`src/mini_core_pkg.sv`:
```
// Shared widths and encodings for the mini RV32 integer core.
// Only LUI and the integer register/immediate ALU ops are decoded.
// Every other encoding traps to TRAP_VECTOR with CAUSE_ILLEGAL.
`default_nettype none

package mini_core_pkg;

  // --------------------
  // Widths
  // --------------------
  localparam int unsigned XLEN       = 32;
  localparam int unsigned REG_ADDR_W = 5;
  localparam int unsigned NR_REGS    = 32;
  localparam int unsigned INSTR_W    = 32;
  localparam int unsigned CAUSE_W    = 4;

  typedef logic [XLEN-1:0]       data_t;
  typedef logic [REG_ADDR_W-1:0] reg_addr_t;

  // --------------------
  // Trap handling
  // --------------------
  // Fixed handler address, no vectored mode
  localparam data_t TRAP_VECTOR = 32'h0000_0080;

  // Matches the RISC-V mcause code for an illegal instruction
  localparam logic [CAUSE_W-1:0] CAUSE_ILLEGAL = 4'd2;

  // --------------------
  // Opcodes
  // --------------------
  localparam logic [6:0] OPC_OP     = 7'b0110011;
  localparam logic [6:0] OPC_OP_IMM = 7'b0010011;
  localparam logic [6:0] OPC_LUI    = 7'b0110111;

  // funct3 values shared by OP and OP-IMM
  localparam logic [2:0] F3_ADD  = 3'b000;
  localparam logic [2:0] F3_SLL  = 3'b001;
  localparam logic [2:0] F3_SLT  = 3'b010;
  localparam logic [2:0] F3_SLTU = 3'b011;
  localparam logic [2:0] F3_XOR  = 3'b100;
  localparam logic [2:0] F3_SRL  = 3'b101;
  localparam logic [2:0] F3_OR   = 3'b110;
  localparam logic [2:0] F3_AND  = 3'b111;

  // funct7 values, ALT selects SUB and SRA/SRAI
  localparam logic [6:0] F7_BASE = 7'b0000000;
  localparam logic [6:0] F7_ALT  = 7'b0100000;

  // --------------------
  // ALU operations
  // --------------------
  typedef enum logic [3:0] {
    ALU_ADD    = 4'd0,
    ALU_SUB    = 4'd1,
    ALU_SLL    = 4'd2,
    ALU_SLT    = 4'd3,
    ALU_SLTU   = 4'd4,
    ALU_XOR    = 4'd5,
    ALU_SRL    = 4'd6,
    ALU_SRA    = 4'd7,
    ALU_OR     = 4'd8,
    ALU_AND    = 4'd9,
    // Second operand straight through, for LUI
    ALU_PASS_B = 4'd10
  } alu_op_t;

endpackage

`default_nettype wire

```
`src/core_result.sv`:
```
// Result stage: commit reporting, register write and exception flush.
// Commit outputs are combinational from the execute register.
// The retired counter wraps at 2^32 and skips excepting instructions.
`default_nettype none

module core_result import mini_core_pkg::*; (
  input  logic               clk_i,
  input  logic               arst_n_i,
  input  logic               ex_valid_i,
  input  data_t              ex_pc_i,
  input  reg_addr_t          ex_rd_i,
  input  data_t              ex_wdata_i,
  input  logic               ex_illegal_i,
  output logic               flush_o,
  output logic               rf_we_o,
  output reg_addr_t          rf_waddr_o,
  output data_t              rf_wdata_o,
  output logic               fwd_valid_o,
  output logic               commit_valid_o,
  output data_t              commit_pc_o,
  output reg_addr_t          commit_rd_o,
  output data_t              commit_wdata_o,
  output logic               commit_exc_o,
  output logic [CAUSE_W-1:0] commit_cause_o,
  output data_t              instret_o
);

  logic  retire;
  data_t instret_q;

  // Only a clean commit updates architectural state
  assign retire = ex_valid_i & ~ex_illegal_i;

  // Exception at commit kills everything younger
  assign flush_o = ex_valid_i & ex_illegal_i;

  // Register write lands on the next edge
  assign rf_we_o     = retire && (ex_rd_i != '0);
  assign rf_waddr_o  = ex_rd_i;
  assign rf_wdata_o  = ex_wdata_i;
  assign fwd_valid_o = retire;

  // --------------------
  // Commit report
  // --------------------
  assign commit_valid_o = ex_valid_i;
  assign commit_pc_o    = ex_pc_i;
  assign commit_rd_o    = ex_rd_i;
  assign commit_wdata_o = ex_wdata_i;
  assign commit_exc_o   = flush_o;
  assign commit_cause_o = flush_o ? CAUSE_ILLEGAL : '0;

  always_ff @(posedge clk_i or negedge arst_n_i) begin
    if (!arst_n_i) begin
      instret_q <= '0;
    end else if (retire) begin
      instret_q <= instret_q + data_t'(1);
    end
  end

  assign instret_o = instret_q;

endmodule

`default_nettype wire

```
`config.mk`:
```
export PLATFORM = sky130hd
export DESIGN_NAME = core_result
export DESIGN_NICKNAME = d
export VERILOG_FILES = /design/src/mini_core_pkg.sv /design/src/core_result.sv
export SDC_FILE = /design/constraint.sdc
export NUM_CORES = 1
export LEC_CHECK = 0
export ABC_CLOCK_PERIOD_IN_PS = 2900
export BUFFER_PORTS_ARGS = -buffer_cell sky130_fd_sc_hd__buf_2
export CAP_MARGIN = 20
export CORE_AREA = 2 2 86 88
export DETAILED_ROUTE_END_ITERATION = 8
export DIE_AREA = 0 0 88 90
export PLACE_DENSITY = 0.83
export SYNTH_ARGS = -nofsm -noshare
export SYNTH_HDL_FRONTEND = slang
export SYNTH_SLANG_ARGS = --single-unit
```
`constraint.sdc`:
```
create_clock -name clk_i -period 2.9 [get_ports clk_i]
set_clock_uncertainty 0.05 [all_clocks]
set_input_delay 0.58 -clock clk_i [delete_from_list [all_inputs] [get_ports clk_i]]
set_output_delay 0.58 -clock clk_i [all_outputs]
set_load 0.02 [all_outputs]
```
==> results of run 1 <==
[per-stage QoR]
stage          std cells  cell area, um2  worst slack, ps
2_1_floorplan        249            2370             1030
3_3_place_gp         290            1930              846
3_5_place_dp         290            1930              795
4_1_cts              297            2000             1030
5_1_grt              297            2000              899
6_report             297            2000             1050
[layout make-up]
type,instances,area share
Sequential cell,32,0.400
Inverter,2,0.00375
Clock buffer,6,0.0362
Tap cell,99,0.0618
Timing Repair Buffer,56,0.140
Multi-Input combinational cell,101,0.356
Clock inverter,1,0.00250
[worst min path at each step]
stage / from / to / slack, ps
after floorplan: arst_n_i / instret_o[0]$_DFFE_PN0P_ / 230
after global placement: instret_o[31]$_DFFE_PN0P_ / instret_o[31]$_DFFE_PN0P_ / 410
after detailed placement: instret_o[31]$_DFFE_PN0P_ / instret_o[31]$_DFFE_PN0P_ / 410
after CTS: arst_n_i / instret_o[22]$_DFFE_PN0P_ / 310
after global routing: arst_n_i / instret_o[22]$_DFFE_PN0P_ / 360
final: arst_n_i / instret_o[22]$_DFFE_PN0P_ / 290
[power groups by stage]
stage | Sequential (mW) | Combinational, mW | Clock (mW)
2_1_floorplan | 0.574 | 0.280 | 0
3_3_place_gp | 0.546 | 0.182 | 0
3_5_place_dp | 0.547 | 0.184 | 0
4_1_cts | 0.539 | 0.185 | 0.329
5_1_grt | 0.546 | 0.199 | 0.343
6_report | 0.538 | 0.181 | 0.318
[worst max-delay path, delay by kind of cell (launching register included)]
kind                      cells  cell delay [ps]
DFF                           1              440
and+or+nand+nor               3             1110
xor gates and xnor gates      1              170
[logic make-up after synthesis]
kind of cell             after synthesis  synth area share
AO/OA/AOI/OAI                          1           0.00212
XOR/XNOR                              31             0.115
adder cells (fa/ha/maj)                1           0.00530
buffers and inverters                116             0.362
flip-flops                            32             0.339
other                                  1           0.00159
AND/OR/NAND/NOR                       65             0.175
[cell usage in the layout (no fill, tap or decap)]
master / count
ha_1: 1
nand4_2: 2
and4_1: 3
nor3_1: 8
clkbuf_1: 1
nor4b_2: 1
nand2b_1: 2
nand3_4: 1
dfrtp_1: 32
buf_2: 56
xnor2_1: 19
a21oi_1: 1
or4b_4: 1
nor3_2: 1
clkinv_2: 1
nor2_1: 6
nand3b_1: 1
nand2_1: 12
nand4_1: 10
and2_1: 3
and3_1: 4
and4b_1: 1
xor2_1: 12
inv_1: 2
nand3_1: 8
conb_1: 3
nor4_4: 1
clkbuf_8: 5
[layer usage]
layer | up-vias | GRT usage
met4 | 0 | 0.0538
met2 | 78 | 0.163
li1 | 593 | -
met3 | 20 | 0.0560
met5 | - | 0
met1 | 636 | 0.109
==> out/results.txt, run 1 <==
post-synthesis instance area: 2360 um2
final estimated routing congestion in global placement: 0.780
post-layout minimum cycle time: 1850 ps
headroom to the max-slew limit: 0.540
top cells by instance count after synthesis: 112 x buf_4, 32 x dfrtp_1, 19 x xnor2_1, 12 x nand2_1, 12 x xor2_1
clock latency at the later pin of the worst-skew pair: 280 ps
number of standard cells after synthesis: 247
category of the critical setup timing path: flip-flop to flip-flop
final design utilization: 0.285
cell depth of the worst flop-to-flop path: 4
remaining routing DRC violations: 0
clk slew on worst S/H paths: 60 ps
launching element type of the critical path: flip-flop
Power Total: 1.04 mW
termination of the worst setup path: instret_o[27]$_DFFE_PN0P_
Horiz. Die Dim: 88 um
count of flip-flops with a built-in enable after synthesis: 0
DR WL/cell: 13.7 um
maximum operating frequency: 541 MHz
category of the worst setup path capture point: flip-flop
antenna violation net count after detailed routing: 0
Reg power frac: 0.519
I/O pins: 220
leftover overflow at the end of global routing: 0
highest signal layer in the routed design: met4
CP max stage cell: or4b_4
Die ar.: 7920 um2
Port Buffers: 56
total internal power: 707 uW
Initial DRT Pass Iterations: 4
number of inserted filler cells in the final layout: 710
CTS Buf Count: 5
fraction of layout cells with a size suffix above 1: 0.348
overall fraction of global-route tracks in use: 0.103
TritonCTS clock tree: yes
CTS sink cnt: 32
number of DRC markers after the initial detailed-route iteration: 52
post-cts repair resize count: 0
FF+latch area: 801 um2
r2r startpoint: instret_o[7]$_DFFE_PN0P_
total number of nets in the final design: 272
routed wire length on met3: 473 um
data arrival time of the critical path: 2000 ps
part of the cycle the worst path needs: 0.637
setup-violating endpoint count in the final report: 0
register-to-register setup slack: 1050 ps
fraction of registers with async set or reset after synthesis: 1.00
transition time at the pin with the least slew margin: 689 ps
hold slack final: 288 ps
capturing point of the worst reg2reg path: instret_o[27]$_DFFE_PN0P_
number of global-route vias before repair: 1321
Synth cell types: 27
MaxCap Viol Count: 0
launch point of the critical path: instret_o[7]$_DFFE_PN0P_
Final Hold Vio Count: 0
maximum number of pins on one net before global-route repair: 33
flip-flop count of the largest register, all copies and words added: 32
met2 wire length: 1.94 mm
effective utilization at floorplan: 0.336
Sw Pwr: 330 uW
part of the Yosys area used for sequential elements: 0.339
vertical die dimension: 90 um
part of the total power dissipated in the clock network: 0.307
hpwl dp: 3.15 mm
floorplan core area: 7020 um2
# hold bufs at CTS: 0
fin. max-slew vios: 0
number of H-tree levels: 2
number of antenna violations at the first check in global routing: 0
number of warnings reported in the yosys synthesis log: 0
top area cells in the synthesized netlist: buf_4 36%, dfrtp_1 34%, xnor2_1 7.0%
Required @ worst endpoint: 3060 ps
worst path cell trace: nand4_2, or4b_4, nor3_1, xor2_1
drt total wl: 4.08 mm
buffers from clock root to sink, at most: 2
Power Dens Cells: 518 nW/um2
unrepaired setup endpoints after global routing: no
flip-flop and latch count after synthesis: 32
number of post-CTS setup repair buffers: 0
largest driver fanout on the critical path: 5
aggregate negative setup slack: 0 ps
post-synth top area cell: buf_4
net switching fraction of the power: 0.318
Leak: 1.04 nW
part of the total power dissipated in combinational logic: 0.175
Primary FF master, synth: dfrtp_1
relative area change from synthesis to final layout: -15.2%
status: finished clean
count leader, synth: buf_4
# rows: 31
number of vias per cell: 4.47
post-synth top area share: 0.356
Root Buffer: clkbuf_8
wire length of the first global-routing pass: 6.40 mm
synthesized area per cell: 9.56 um2
multi-input logic area: 713 um2
path class of the lowest-slack min-delay path: input port to asynchronous set/reset pin
length of routed wiring on met1: 1.57 mm
n_diodes: 0
count of vias placed by the detailed router: 1327
biggest cell delay along the critical path: 610 ps
maximum vdd ir drop: 0.000194 V
(Power assumes the default switching activity.)
==> run 2: changes to the inputs <==
--- a/config.mk
+++ b/config.mk
@@ -5,7 +5,7 @@
 export SDC_FILE = /design/constraint.sdc
 export NUM_CORES = 1
 export LEC_CHECK = 0
-export ABC_CLOCK_PERIOD_IN_PS = 2900
+export ABC_CLOCK_PERIOD_IN_PS = 1900
 export BUFFER_PORTS_ARGS = -buffer_cell sky130_fd_sc_hd__buf_2
 export CAP_MARGIN = 20
 export CORE_AREA = 2 2 86 88
==> constraint.sdc (replaced) <==
create_clock -name clk_i -period 1.9 [get_ports clk_i]
set_clock_uncertainty 0.05 [all_clocks]
set_input_delay 0.38 -clock clk_i [delete_from_list [all_inputs] [get_ports clk_i]]
set_output_delay 0.38 -clock clk_i [all_outputs]
set_load 0.02 [all_outputs]
==> run 2 against run 1 <==
  * Maximum frequency is 5.6% higher
  * Design area is 5.1% higher
  * Global-route usage is 0.14 points higher
  * Clock-buffer cell count decreased by 1
  * Non-clock buffer count is 9 higher
  * Die area did not move
  * Sequential power grew 46%
  * Routed wire length is 1.2% higher
  * Utilization up 1.4 points
==> out/results.txt, run 2 (same netlist as run 1, synthesis figures left out) <==
status: finished clean
fraction of layout cells with a size suffix above 1: 0.385
remaining routing DRC violations: 0
antenna violation net count after detailed routing: 0
count of vias placed by the detailed router: 1364
path class of the lowest-slack min-delay path: input port to asynchronous set/reset pin
Final Hold Vio Count: 0
number of vias per cell: 4.44
floorplan core area: 7020 um2
MaxCap Viol Count: 0
Final Worst Setup Slack: 151 ps
overall fraction of global-route tracks in use: 0.105
transition time at the pin with the least slew margin: 716 ps
post-route insts no fill: 307
post-layout minimum cycle time: 1750 ps
flip-flop count of the largest register, all copies and words added: 32
r2r startpoint: instret_o[9]$_DFFE_PN0P_
leftover overflow at the end of global routing: 0
number of global-route vias before repair: 1332
number of antenna violations at the first check in global routing: 0
n_diodes: 0
post-cts repair resize count: 0
FF+latch area: 801 um2
clock latency at the later pin of the worst-skew pair: 290 ps
number of DRC markers after the initial detailed-route iteration: 50
hpwl dp: 3.18 mm
final estimated routing congestion in global placement: 0.792
CTS Buf Count: 5
Power Dens Cells: 852 nW/um2
effective utilization at floorplan: 0.336
data arrival time of the critical path: 1910 ps
unrepaired setup endpoints after global routing: no
capturing point of the worst reg2reg path: instret_o[27]$_DFFE_PN0P_
register-to-register setup slack: 150 ps
maximum operating frequency: 572 MHz
DR WL/cell: 13.4 um
buffers from clock root to sink, at most: 2
relative area change from synthesis to final layout: -10.9%
Port Buffers: 56
number of inserted filler cells in the final layout: 715
Placed Instances: 299
aggregate negative setup slack: 0 ps
wire length of the first global-routing pass: 6.49 mm
I/O pins: 220
category of the critical setup timing path: flip-flop to flip-flop
launching element type of the critical path: flip-flop
post-placement setup slack: 45.2 ps
commonest non-fill, non-tap cell in the layout: buf_2
# rows: 31
number of post-CTS setup repair buffers: 0
Initial DRT Pass Iterations: 3
maximum vdd ir drop: 0.000397 V
clk slew on worst S/H paths: 70 ps
TritonCTS clock tree: yes
maximum number of pins on one net before global-route repair: 33
number of H-tree levels: 2
final design utilization: 0.300
commonest non-fill, non-tap cells in the layout: 56 x buf_2, 32 x dfrtp_1, 19 x xnor2_1
CTS sink cnt: 32
fin. max-slew vios: 0
cell depth of the worst flop-to-flop path: 4
total number of nets in the final design: 281
# hold bufs at CTS: 0
headroom to the max-slew limit: 0.523
Leak: 1.10 nW
vertical die dimension: 90 um
largest driver fanout on the critical path: 5
category of the worst setup path capture point: flip-flop
Horiz. Die Dim: 88 um
Required @ worst endpoint: 2060 ps
multi-input logic area: 713 um2
drt total wl: 4.13 mm
setup-violating endpoint count in the final report: 0
Root Buffer: clkbuf_8
Die ar.: 7920 um2
part of the cycle the worst path needs: 0.921
-- run 2: cell count changes in the layout (fill, tap and decap cells not counted) --
| cell | before | now |
|---|---|---|
| bufinv_16 | 0 | 1 |
| buf_4 | 0 | 9 |
| clkinvlp_4 | 0 | 1 |
| clkbuf_1 | 1 | 0 |
-- run 2: cell type report --
type	count	area share
Timing Repair Buffer	65	0.165
Clock inverter	3	0.0202
Multi-Input combinational cell	101	0.339
Tap cell	99	0.0589
Clock buffer	5	0.0327
Inverter	2	0.00357
Sequential cell	32	0.380
-- run 2: worst max-delay path, cell delays in order, from the launching register on --
cell and delay, ps:
dfrtp_1 450, nand4_2 160, or4b_4 580, nor3_1 250, xor2_1 180
-- run 2: worst max-delay path by stage --
stage / startpoint / to / slack, ps / cells after the start
2_1_floorplan: instret_o[9]$_DFFE_PN0P_ / instret_o[27]$_DFFE_PN0P_ / 100 / 4
3_3_place_gp: ex_illegal_i / instret_o[27]$_DFFE_PN0P_ / 100 / 5
3_5_place_dp: ex_illegal_i / instret_o[27]$_DFFE_PN0P_ / 50 / 5
4_1_cts: instret_o[0]$_DFFE_PN0P_ / instret_o[27]$_DFFE_PN0P_ / 160 / 4
5_1_grt: instret_o[0]$_DFFE_PN0P_ / instret_o[25]$_DFFE_PN0P_ / 70 / 4
6_report: instret_o[9]$_DFFE_PN0P_ / instret_o[27]$_DFFE_PN0P_ / 150 / 4
-- run 2: report_power, final --
group	total, mW	leakage (nW)	switching [mW]	internal (mW)
Clock	0.658	0.0541	0.270	0.388
Sequential	0.786	0.439	0.0542	0.732
Combinational	0.348	0.607	0.216	0.132
Total	1.79	1.10	0.541	1.25
-- run 2: layer usage --
layer | vias up | share of wire | global-route usage
li1 | 608 | - | -
met1 | 659 | 0.38 | 0.108
met2 | 81 | 0.50 | 0.179
met3 | 16 | 0.10 | 0.0432
met4 | 0 | 0.018 | 0.0513
met5 | - | 0 | 0
-- run 2: stage by stage --
stage	hold slack [ps]	area, um2	power [mW]
2_1_floorplan	34.4	2370	1.30
3_3_place_gp	411	1990	1.14
3_5_place_dp	424	1990	1.15
4_1_cts	116	2100	1.81
5_1_grt	152	2100	1.87
6_report	90.5	2100	1.79
