**src/mini_core_pkg.sv**
```systemverilog
// Shared widths and encodings for the mini RV32 integer core.
// Only LUI and the integer register/immediate ALU ops are decoded.
// Every other encoding traps to TRAP_VECTOR with CAUSE_ILLEGAL.
`default_nettype none

package mini_core_pkg;

  // --------------------
  // Widths
  // --------------------
  localparam int unsigned XLEN       = 32;
  localparam int unsigned REG_ADDR_W = 5;
  localparam int unsigned NR_REGS    = 32;
  localparam int unsigned INSTR_W    = 32;
  localparam int unsigned CAUSE_W    = 4;

  typedef logic [XLEN-1:0]       data_t;
  typedef logic [REG_ADDR_W-1:0] reg_addr_t;

  // --------------------
  // Trap handling
  // --------------------
  // Fixed handler address, no vectored mode
  localparam data_t TRAP_VECTOR = 32'h0000_0080;

  // Matches the RISC-V mcause code for an illegal instruction
  localparam logic [CAUSE_W-1:0] CAUSE_ILLEGAL = 4'd2;

  // --------------------
  // Opcodes
  // --------------------
  localparam logic [6:0] OPC_OP     = 7'b0110011;
  localparam logic [6:0] OPC_OP_IMM = 7'b0010011;
  localparam logic [6:0] OPC_LUI    = 7'b0110111;

  // funct3 values shared by OP and OP-IMM
  localparam logic [2:0] F3_ADD  = 3'b000;
  localparam logic [2:0] F3_SLL  = 3'b001;
  localparam logic [2:0] F3_SLT  = 3'b010;
  localparam logic [2:0] F3_SLTU = 3'b011;
  localparam logic [2:0] F3_XOR  = 3'b100;
  localparam logic [2:0] F3_SRL  = 3'b101;
  localparam logic [2:0] F3_OR   = 3'b110;
  localparam logic [2:0] F3_AND  = 3'b111;

  // funct7 values, ALT selects SUB and SRA/SRAI
  localparam logic [6:0] F7_BASE = 7'b0000000;
  localparam logic [6:0] F7_ALT  = 7'b0100000;

  // --------------------
  // ALU operations
  // --------------------
  typedef enum logic [3:0] {
    ALU_ADD    = 4'd0,
    ALU_SUB    = 4'd1,
    ALU_SLL    = 4'd2,
    ALU_SLT    = 4'd3,
    ALU_SLTU   = 4'd4,
    ALU_XOR    = 4'd5,
    ALU_SRL    = 4'd6,
    ALU_SRA    = 4'd7,
    ALU_OR     = 4'd8,
    ALU_AND    = 4'd9,
    // Second operand straight through, for LUI
    ALU_PASS_B = 4'd10
  } alu_op_t;

endpackage

`default_nettype wire

```
**src/core_execute.sv**
```systemverilog
// Execute stage: operand select, ALU and the execute register.
// Forwards only from the instruction currently at commit; older results
// come from the register file, which has already been written by then.
// Shift amounts use the low 5 bits of the second operand.
`default_nettype none

module core_execute import mini_core_pkg::*; (
  input  logic      clk_i,
  input  logic      arst_n_i,
  input  logic      flush_i,
  input  logic      dec_valid_i,
  input  data_t     dec_pc_i,
  input  reg_addr_t dec_rs1_i,
  input  reg_addr_t dec_rs2_i,
  input  reg_addr_t dec_rd_i,
  input  alu_op_t   dec_alu_op_i,
  input  logic      dec_use_imm_i,
  input  data_t     dec_imm_i,
  input  logic      dec_illegal_i,
  input  data_t     rs1_data_i,
  input  data_t     rs2_data_i,
  input  logic      fwd_valid_i,
  input  reg_addr_t fwd_rd_i,
  input  data_t     fwd_data_i,
  output reg_addr_t rf_rs1_o,
  output reg_addr_t rf_rs2_o,
  output logic      ex_valid_o,
  output data_t     ex_pc_o,
  output reg_addr_t ex_rd_o,
  output data_t     ex_wdata_o,
  output logic      ex_illegal_o
);

  logic       fwd_rs1;
  logic       fwd_rs2;
  data_t      op_a;
  data_t      op_b_reg;
  data_t      op_b;
  logic [4:0] shamt;
  data_t      alu_res;

  // --------------------
  // Operands
  // --------------------
  assign rf_rs1_o = dec_rs1_i;
  assign rf_rs2_o = dec_rs2_i;

  // x0 never forwards, whatever the older instruction targeted
  assign fwd_rs1 = fwd_valid_i && (fwd_rd_i != '0) && (fwd_rd_i == dec_rs1_i);
  assign fwd_rs2 = fwd_valid_i && (fwd_rd_i != '0) && (fwd_rd_i == dec_rs2_i);

  assign op_a     = fwd_rs1 ? fwd_data_i : rs1_data_i;
  assign op_b_reg = fwd_rs2 ? fwd_data_i : rs2_data_i;
  assign op_b     = dec_use_imm_i ? dec_imm_i : op_b_reg;
  assign shamt    = op_b[4:0];

  // --------------------
  // ALU
  // --------------------
  always_comb begin
    case (dec_alu_op_i)
      ALU_SUB:    alu_res = op_a - op_b;
      ALU_SLL:    alu_res = op_a << shamt;
      ALU_SLT:    alu_res = {{(XLEN-1){1'b0}}, $signed(op_a) < $signed(op_b)};
      ALU_SLTU:   alu_res = {{(XLEN-1){1'b0}}, op_a < op_b};
      ALU_XOR:    alu_res = op_a ^ op_b;
      ALU_SRL:    alu_res = op_a >> shamt;
      ALU_SRA:    alu_res = data_t'($signed(op_a) >>> shamt);
      ALU_OR:     alu_res = op_a | op_b;
      ALU_AND:    alu_res = op_a & op_b;
      ALU_PASS_B: alu_res = op_b;
      default:    alu_res = op_a + op_b;
    endcase
  end

  // --------------------
  // Execute register
  // --------------------
  always_ff @(posedge clk_i or negedge arst_n_i) begin
    if (!arst_n_i) begin
      ex_valid_o <= 1'b0;
    end else begin
      ex_valid_o <= dec_valid_i & ~flush_i;
    end
  end

  always_ff @(posedge clk_i) begin
    if (dec_valid_i) begin
      ex_pc_o      <= dec_pc_i;
      ex_rd_o      <= dec_rd_i;
      ex_illegal_o <= dec_illegal_i;
      // Excepting instructions report zero write data
      ex_wdata_o   <= dec_illegal_i ? '0 : alu_res;
    end
  end

endmodule

`default_nettype wire

```
**config.mk**
```make
export PLATFORM = sky130hd
export DESIGN_NAME = core_execute
export DESIGN_NICKNAME = d
export VERILOG_FILES = /design/src/mini_core_pkg.sv /design/src/core_execute.sv
export SDC_FILE = /design/constraint.sdc
export NUM_CORES = 1
export LEC_CHECK = 0
export BUFFER_PORTS_ARGS = -buffer_cell sky130_fd_sc_hd__buf_2
export CAP_MARGIN = 40
export CORE_ASPECT_RATIO = 1.5
export CORE_MARGIN = 2
export CORE_UTILIZATION = 55
export DETAILED_ROUTE_END_ITERATION = 16
export PLACE_DENSITY = 0.8
export SETUP_SLACK_MARGIN = 0.02
export SLEW_MARGIN = 15
export SYNTH_ARGS = -nofsm -noshare
export SYNTH_HDL_FRONTEND = slang
export SYNTH_SLANG_ARGS = --single-unit
```
**constraint.sdc**
```tcl
create_clock -name clk_i -period 0.8 [get_ports clk_i]
set_input_delay 0.16 -clock clk_i [delete_from_list [all_inputs] [get_ports clk_i]]
set_output_delay 0.16 -clock clk_i [all_outputs]
set_load 0.005 [all_outputs]
```
==> flow_summary.toml, run 1 <==
[yosys]
synth_top_cells_by_area = "edfxtp_1 17%, mux2i_1 9.6%, ha_1 9.5%"
yosys_warnings = 0
yosys_register_bits = 71
synth_cell_types = 90
synth_ff_type = "edfxtp_1"
syn-num-nets = 1981
yosys.area.top_type = "edfxtp_1"
ys_seq_area_frac = 0.1670
synth-edff-count = 70
yosysMostFrequentCell = "nand2_1"
synthTopCellsByCount = "183 x nand2_1, 170 x nor2_1, 142 x a21oi_1, 122 x mux2i_1, 110 x o21ai_0"
synth-async-reset-ratio = 0.01408
avgSynthCellArea_um2 = 7.531
synth.top_cell.area_share = 0.1651
syn_area_um2 = 12730
syn_inst = 1691

[status]
status = "did not finish"
lastStage = "global routing"
toolErrorMsg = "[ERROR GRT-0116] Global routing finished with congestion. Check the congestion regions in the DRC Viewer."

[floorplan]
die_y_um = 190.4
fp-row-count = 68
initial_utilization = 0.5564
ios = 272
fp.dieW_um = 128.2

[grt]
grt_pass1_wl_mm = 172.8
first_global_vias = 26110
track_usage = 0.9151
grt_overflow = 1526
grt_start_max_net_pins = 59

[clock_tree]
numCtsBuffers = 9
cts_max_level = 3
clock_sinks = 71
clk_path_buf_depth = 2
cts_root_buffer = "clkbuf_16"

[placement]
port_buffers = 271
pre_cts_ws_ps = -4055
dpl.hpwl_mm = 58.52
gp_congestion = 1.326
## logic make-up after synthesis
| group | Yosys count | share of synthesized area |
|---|---|---|
| compound gates | 592 | 0.3178 |
| xor+xnor | 38 | 0.02672 |
| fa+ha+maj | 99 | 0.09845 |
| buf+inv | 222 | 0.07968 |
| flops | 71 | 0.1670 |
| mux | 160 | 0.1311 |
| simple gates | 509 | 0.1792 |
## stage by stage
step	area, um2	utilization	std cells
after floorplan	13090	-	1691
after global placement	19070	0.8333	2765
after detailed placement	19070	0.8333	2765
after CTS	20860	0.9114	2838
## metal layers
layer / GRT overflow / track usage
met1: 10 / 0.8187
met2: 1097 / 1.185
met3: 15 / 0.6900
met4: 402 / 1.040
met5: 2 / 0.3655
## timing repair
| item | 4_1_cts |
|---|---|
| hold endpoints to repair | 19 |
| hold buffers | 19 |
| resized for setup | 209 |
| setup buffers | 37 |
| pin swaps | 85 |
| cloned | 3 |
| endpoints found under the setup margin | 103 |
==> run 2, diff against run 1 <==
CORE_ASPECT_RATIO = unset   (was 1.5)
CORE_UTILIZATION = 40   (was 55)
PLACE_DENSITY = unset   (was 0.8)
PLACE_DENSITY_LB_ADDON = 0.15   (was unset)
SETUP_SLACK_MARGIN = unset   (was 0.02)
==> run 2 against run 1 <==
Net effect:
- the flow now finishes, with violations (setup timing)
- synthesized cell count unchanged
- synthesized area unchanged
==> flow_summary.toml, run 2 <==
[worst_setup_path]
worstPathArrival_ps = 4430
startpoint_type = "input pin"
endpoint_kind = "flip-flop"
worst-setup-path-type = "input pin to flip-flop"
cp_max_fo = 6
required_ps = 870

[yosys]
avgSynthCellArea_um2 = 7.531
syn-num-nets = 1981
yosys_register_bits = 71
yosys_warnings = 0
synth.top_cell.area_share = 0.1651
synth-edff-count = 70
synth_top_cells_by_area = "edfxtp_1 17%, mux2i_1 9.6%, ha_1 9.5%"
syn_area_um2 = 12730
ys_seq_area_frac = 0.1670
synth_cell_types = 90
synthTopCellsByCount = "183 x nand2_1, 170 x nor2_1, 142 x a21oi_1, 122 x mux2i_1, 110 x o21ai_0"
syn_inst = 1691
yosys.area.top_type = "edfxtp_1"
synth-async-reset-ratio = 0.01408
synth_ff_type = "edfxtp_1"
yosysMostFrequentCell = "nand2_1"

[floorplan]
ios = 272
die_area_um2 = 33280
initial_utilization = 0.4046
die_y_um = 182.4
fp-row-count = 65
core_area_um2 = 31470
fp.dieW_um = 182.4

[routing]
dr.pass1.iters = 6
drtIter0Drc = 2761
drtAntennaViolNets = 0
drcViolationCount = 0
vias_per_cell = 6.145
wl_per_cell_um = 24.60
vias = 18670
drt_wl_total_mm = 74.75

[timing]
slew_headroom = 0.3796
period_needed_ps = 4362
fmax_mhz = 229.3
final_max_slew_viol_count = 0
hold_viol = 0
rsz0062_at_grt = "true"
worstMarginPinSlew_ps = 929.6
setup_slack_ps = -3562
finalSetupViolCount = 103
timing.hold.ws_ps = 144.9
min_period_over_period = 5.452

[clock_tree]
clkTransAtPathRegs_ps = 80
clock_sinks = 71
cts_tree = "yes"
cts_max_level = 3
cts_root_buffer = "clkbuf_16"
clk_path_buf_depth = 2
numCtsBuffers = 9

[placement]
pre_cts_ws_ps = -4093
dpl.hpwl_mm = 59.24
gp_congestion = 1.096
port_buffers = 271

[grt]
grt_overflow = 0
grt_pass1_wl_mm = 107.6
grt_start_max_net_pins = 57
track_usage = 0.4279
antenna_found_initial = 3
first_global_vias = 17320

[hold_path]
min_path_type = "input pin to asynchronous set/reset pin"

[flow_run]
cap_violations = 0

[power]
power_density_nw_per_um2 = 1237
power_mw = 27.44
vdd_drop_max_mv = 0.8668
p_leak_nw = 10.44

[layout]
fin_nets = 2920
area_growth_pct = 74.16
layout_commonest_cell = "buf_4"
largestRegisters = "ex_pc_o (32), ex_wdata_o (32), ex_rd_o (5)"
mostFrequentLayoutCells = "704 x buf_4, 269 x buf_2, 173 x nand2_1, 156 x nor2_1, 108 x mux2i_1"
final_util = 0.7047
drive_gt1_frac = 0.5074

[status]
violations = "setup timing"
status = "complete, but fails checks"
## run 2: cell counts after synthesis
No cell type changed its count.
## run 2: cells by family after synthesis
logic type / Yosys count / share of synthesized area
muxes: 160 / 0.1311
AOI/OAI and AO/OA: 592 / 0.3178
adders and majority gates: 99 / 0.09845
DFF: 71 / 0.1670
buffers and inverters: 222 / 0.07968
xor gates and xnor gates: 38 / 0.02672
and+or+nand+nor: 509 / 0.1792
## run 2: critical path, stage by stage
cell	delay, ps
buf_6	90
or4_4	560
o211a_4	270
nand2_4	90
buf_12	140
buf_8	120
mux2i_1	80
o21ai_1	180
buf_4	190
inv_4	50
ha_4	160
or3_4	340
o211ai_1	320
a31oi_2	190
a221oi_2	350
o31ai_2	130
a31o_2	250
a221o_1	340
buf_6	140
xnor2_2	130
nand2_1	90
a41oi_2	90
## run 2: metrics by stage
step / std cells / cell area (um2) / TNS, ps
2_1_floorplan: 1691 / 13090 / -105010
3_3_place_gp: 2933 / 19610 / -120640
3_5_place_dp: 2933 / 19610 / -122920
4_1_cts: 3012 / 21110 / -116600
5_1_grt: 3038 / 22180 / -123470
6_report: 3038 / 22180 / -118910
## run 2: cell type report
type	instances	area (um2)
fill	2618	9295
timing repair inverter	1	20.02
tap	402	503.0
multi-input combinational	1398	11160
antenna	1	2.502
timing repair buffer	1055	7694
clock buffer	9	225.2
clock inverter	7	60.06
sequential	71	2127
inverter	94	386.6
## run 2: report_power, final
group          leakage, nW  switching (mW)  internal, mW
logic                 9.61            10.0          8.67
clock network        0.131            1.93          2.16
registers            0.692           0.140          4.53
## run 2: worst max-delay path by stage
| stage | startpoint | endpoint | depth (start not counted) |
|---|---|---|---|
| floorplan | fwd_rd_i[1] | ex_wdata_o[28] | 22 |
| global placement | fwd_rd_i[1] | ex_wdata_o[18] | 19 |
| detailed placement | fwd_rd_i[4] | ex_wdata_o[18] | 20 |
| CTS | fwd_rd_i[1] | ex_wdata_o[30] | 22 |
| global route | fwd_rd_i[1] | ex_wdata_o[30] | 22 |
| finish | fwd_rd_i[1] | ex_wdata_o[30] | 22 |
## run 2: timing repair
item                                    4_1_cts  5_1_grt
hold buffers                                 39        0
setup buffers                                32       30
endpoints found under the hold margin        39        0
endpoints found under the setup margin      103      103
pin swaps                                    77      101
cloned                                        1        0
gates resized for setup                     153      176
## run 2: layer usage
layer / vias to the layer above / track usage / wire [um]
met5: - / 0 / 9
met1: 9004 / 0.5968 / 30880
met4: 2 / 0.1335 / 3055
met3: 221 / 0.09579 / 8894
met2: 1213 / 0.6565 / 31900
li1: 8229 / - / -
(Power assumes the default switching activity.)
==> run 3, diff against run 2 <==
CAP_MARGIN = unset   (was 40)
CORE_UTILIZATION = 35   (was 40)
==> run 3 against run 2 <==
Net effect:
- worst setup slack better by 87 ps
- clock-buffer cell count stayed put
- total power rose by 3.3%
- wire length is 4.1% higher
- highest routed layer unchanged
- critical endpoint unchanged
- largest power group unchanged
- clock power down 3%
- combinational power up 5%
- the flow still finishes with violations (setup timing)
- largest cell class unchanged
- critical path depth decreased by 1
- final cell count rose by 2.5%
==> flow_summary.toml, run 3 (synthesized netlist as in run 2, its figures left out) <==
[timing]
slew_headroom = 0.3637
rsz0062_at_grt = "true"
timing.hold.ws_ps = 8.375
worstMarginPinSlew_ps = 953.5
final_max_slew_viol_count = 0
setup_slack_ps = -3475
min_period_over_period = 5.344
period_needed_ps = 4275
hold_viol = 0
finalSetupViolCount = 103
fmax_mhz = 233.9

[power]
sw_frac_of_total = 0.4380
power_mw = 28.35
clkPwrFrac = 0.140
power_density_nw_per_um2 = 1234
combPwrFrac = 0.695
p_leak_nw = 10.60
p_int_mw = 15.93
p_switching_mw = 12.42
p_seq_frac = 0.165
vdd_drop_max_mv = 0.9841

[routing]
vias = 18410
vias_per_cell = 5.913
wl_per_cell_um = 24.98
dr.pass1.iters = 6
drt_wl_total_mm = 77.77
drtAntennaViolNets = 0
drtIter0Drc = 2095
drcViolationCount = 0

[clock_tree]
numCtsBuffers = 9
cts_tree = "yes"
cts_root_buffer = "clkbuf_16"
clock_sinks = 71
clkTransAtPathRegs_ps = 80
clk_path_buf_depth = 2
cts_max_level = 3

[worst_setup_path]
endpoint_kind = "flip-flop"
critPathSlowestCell = "or4_4"
cp_max_fo = 7
worstPathCellList = "buf_6, or4_4, o211a_4, nand2_4, buf_12, mux2_4, buf_4, ha_2, buf_4, nor3b_2, nor3_2, o211ai_1, buf_4, a31oi_4, a221oi_4, o31ai_4, a31o_4, a221o_1, xnor2_1, nand2_1, a41oi_2"
required_ps = 890
worstPathArrival_ps = 4360
cpPeakStageDelay_ps = 570
cp_common_cell = "buf_4"
startpoint_type = "input pin"
worst-setup-path-type = "input pin to flip-flop"

[layout]
area_growth_pct = 80.48
drive_gt1_frac = 0.5236
final_cell_area_um2 = 22980
fin_nets = 2936
layout_commonest_cell = "buf_4"
mostFrequentLayoutCells = "690 x buf_4, 268 x buf_2, 172 x nand2_1, 154 x nor2_1, 103 x a21oi_1"
largestRegisters = "ex_pc_o (32), ex_wdata_o (32), ex_rd_o (5)"
final_util = 0.6430

[grt]
track_usage = 0.3861
antenna_found_initial = 4
grt_pass1_wl_mm = 110.8
grt_overflow = 0
grt_start_max_net_pins = 56
first_global_vias = 17490

[floorplan]
ios = 272
core_area_um2 = 35740
die_y_um = 194.8
fp-row-count = 69
fp.dieW_um = 194.8
die_area_um2 = 37930
initial_utilization = 0.3563

[placement]
gp_congestion = 1.105
dpl.hpwl_mm = 61.54
port_buffers = 271
place_area_um2 = 19630

[hold_path]
min_path_type = "input pin to flip-flop"

[status]
violations = "setup timing"
status = "complete, but fails checks"

[flow_run]
cap_violations = 0
-- run 3: changes by cell type in the layout (fill, tap and decap cells not counted), sizes merged --
cell         change
inv              +2
buf             +11
dlygate4sd3      -1
diode            +1
clkinvlp         -2
bufbuf           +2
clkinv           +1
clkbuf           +3
-- run 3: layer usage --
metal	up-vias	track usage	part of all wire
met2	1144	0.5776	0.42
met1	8759	0.5409	0.42
met3	234	0.09058	0.11
li1	8268	-	-
met4	8	0.1354	0.042
met5	-	0	0.00072
-- run 3: worst paths after layout --
| check | from | endpoint | slack (ps) | cells after the start |
|---|---|---|---|---|
| min | dec_pc_i[13] | ex_pc_o[13] | 8 | 1 |
| max | fwd_rd_i[4] | ex_wdata_o[30] | -3470 | 21 |
| min in group asynchronous | arst_n_i | ex_valid_o | 120 | 2 |
| max in group asynchronous | arst_n_i | ex_valid_o | 600 | 2 |
-- run 3: final cells by class --
class / count / area [um2]
diodes: 2 / 5.005
clock buffers: 9 / 225.2
clock inverters: 7 / 62.56
fillers: 3108 / 12760
inverters: 94 / 379.1
multi-input cells: 1398 / 11550
flip-flops and latches: 71 / 2127
well taps: 461 / 576.8
repair buffers: 1070 / 8036
repair inverters: 2 / 20.02
-- run 3: through the flow --
| stage | setup WS (ps) | TNS, ps | cells |
|---|---|---|---|
| floorplan | -3786 | -105010 | 1691 |
| global placement | -4040 | -122740 | 2983 |
| detailed placement | -4068 | -124470 | 2983 |
| CTS | -3408 | -116360 | 3061 |
| global route | -3569 | -121750 | 3113 |
| finish | -3475 | -117020 | 3114 |
-- run 3: repair_timing --
item                                   4_1_cts  5_1_grt
setup endpoints to repair                  103      103
resized for setup                          173      253
setup buffers                               23       56
endpoints found under the hold margin       38        0
pin swaps                                   64      136
hold buffers                                38        0
cloned                                       5        3
-- run 3: critical path: cells and delay by family --
| family | cells | cell delay, ps |
|---|---|---|
| and+or+nand+nor | 5 | 1080 |
| adders and majority gates | 1 | 170 |
| muxes | 1 | 360 |
| buffers and inverters | 5 | 720 |
| xor gates and xnor gates | 1 | 140 |
| AOI/OAI and AO/OA | 8 | 1720 |
-- run 3: power groups by stage --
stage,sequential [mW],clock (mW),combinational [mW]
6_report,4.68,3.97,19.7
2_1_floorplan,4.75,0,7.24
3_5_place_dp,4.75,0,15.8
3_3_place_gp,4.75,0,15.7
5_1_grt,4.71,4.15,20.6
4_1_cts,4.67,4.04,17.1
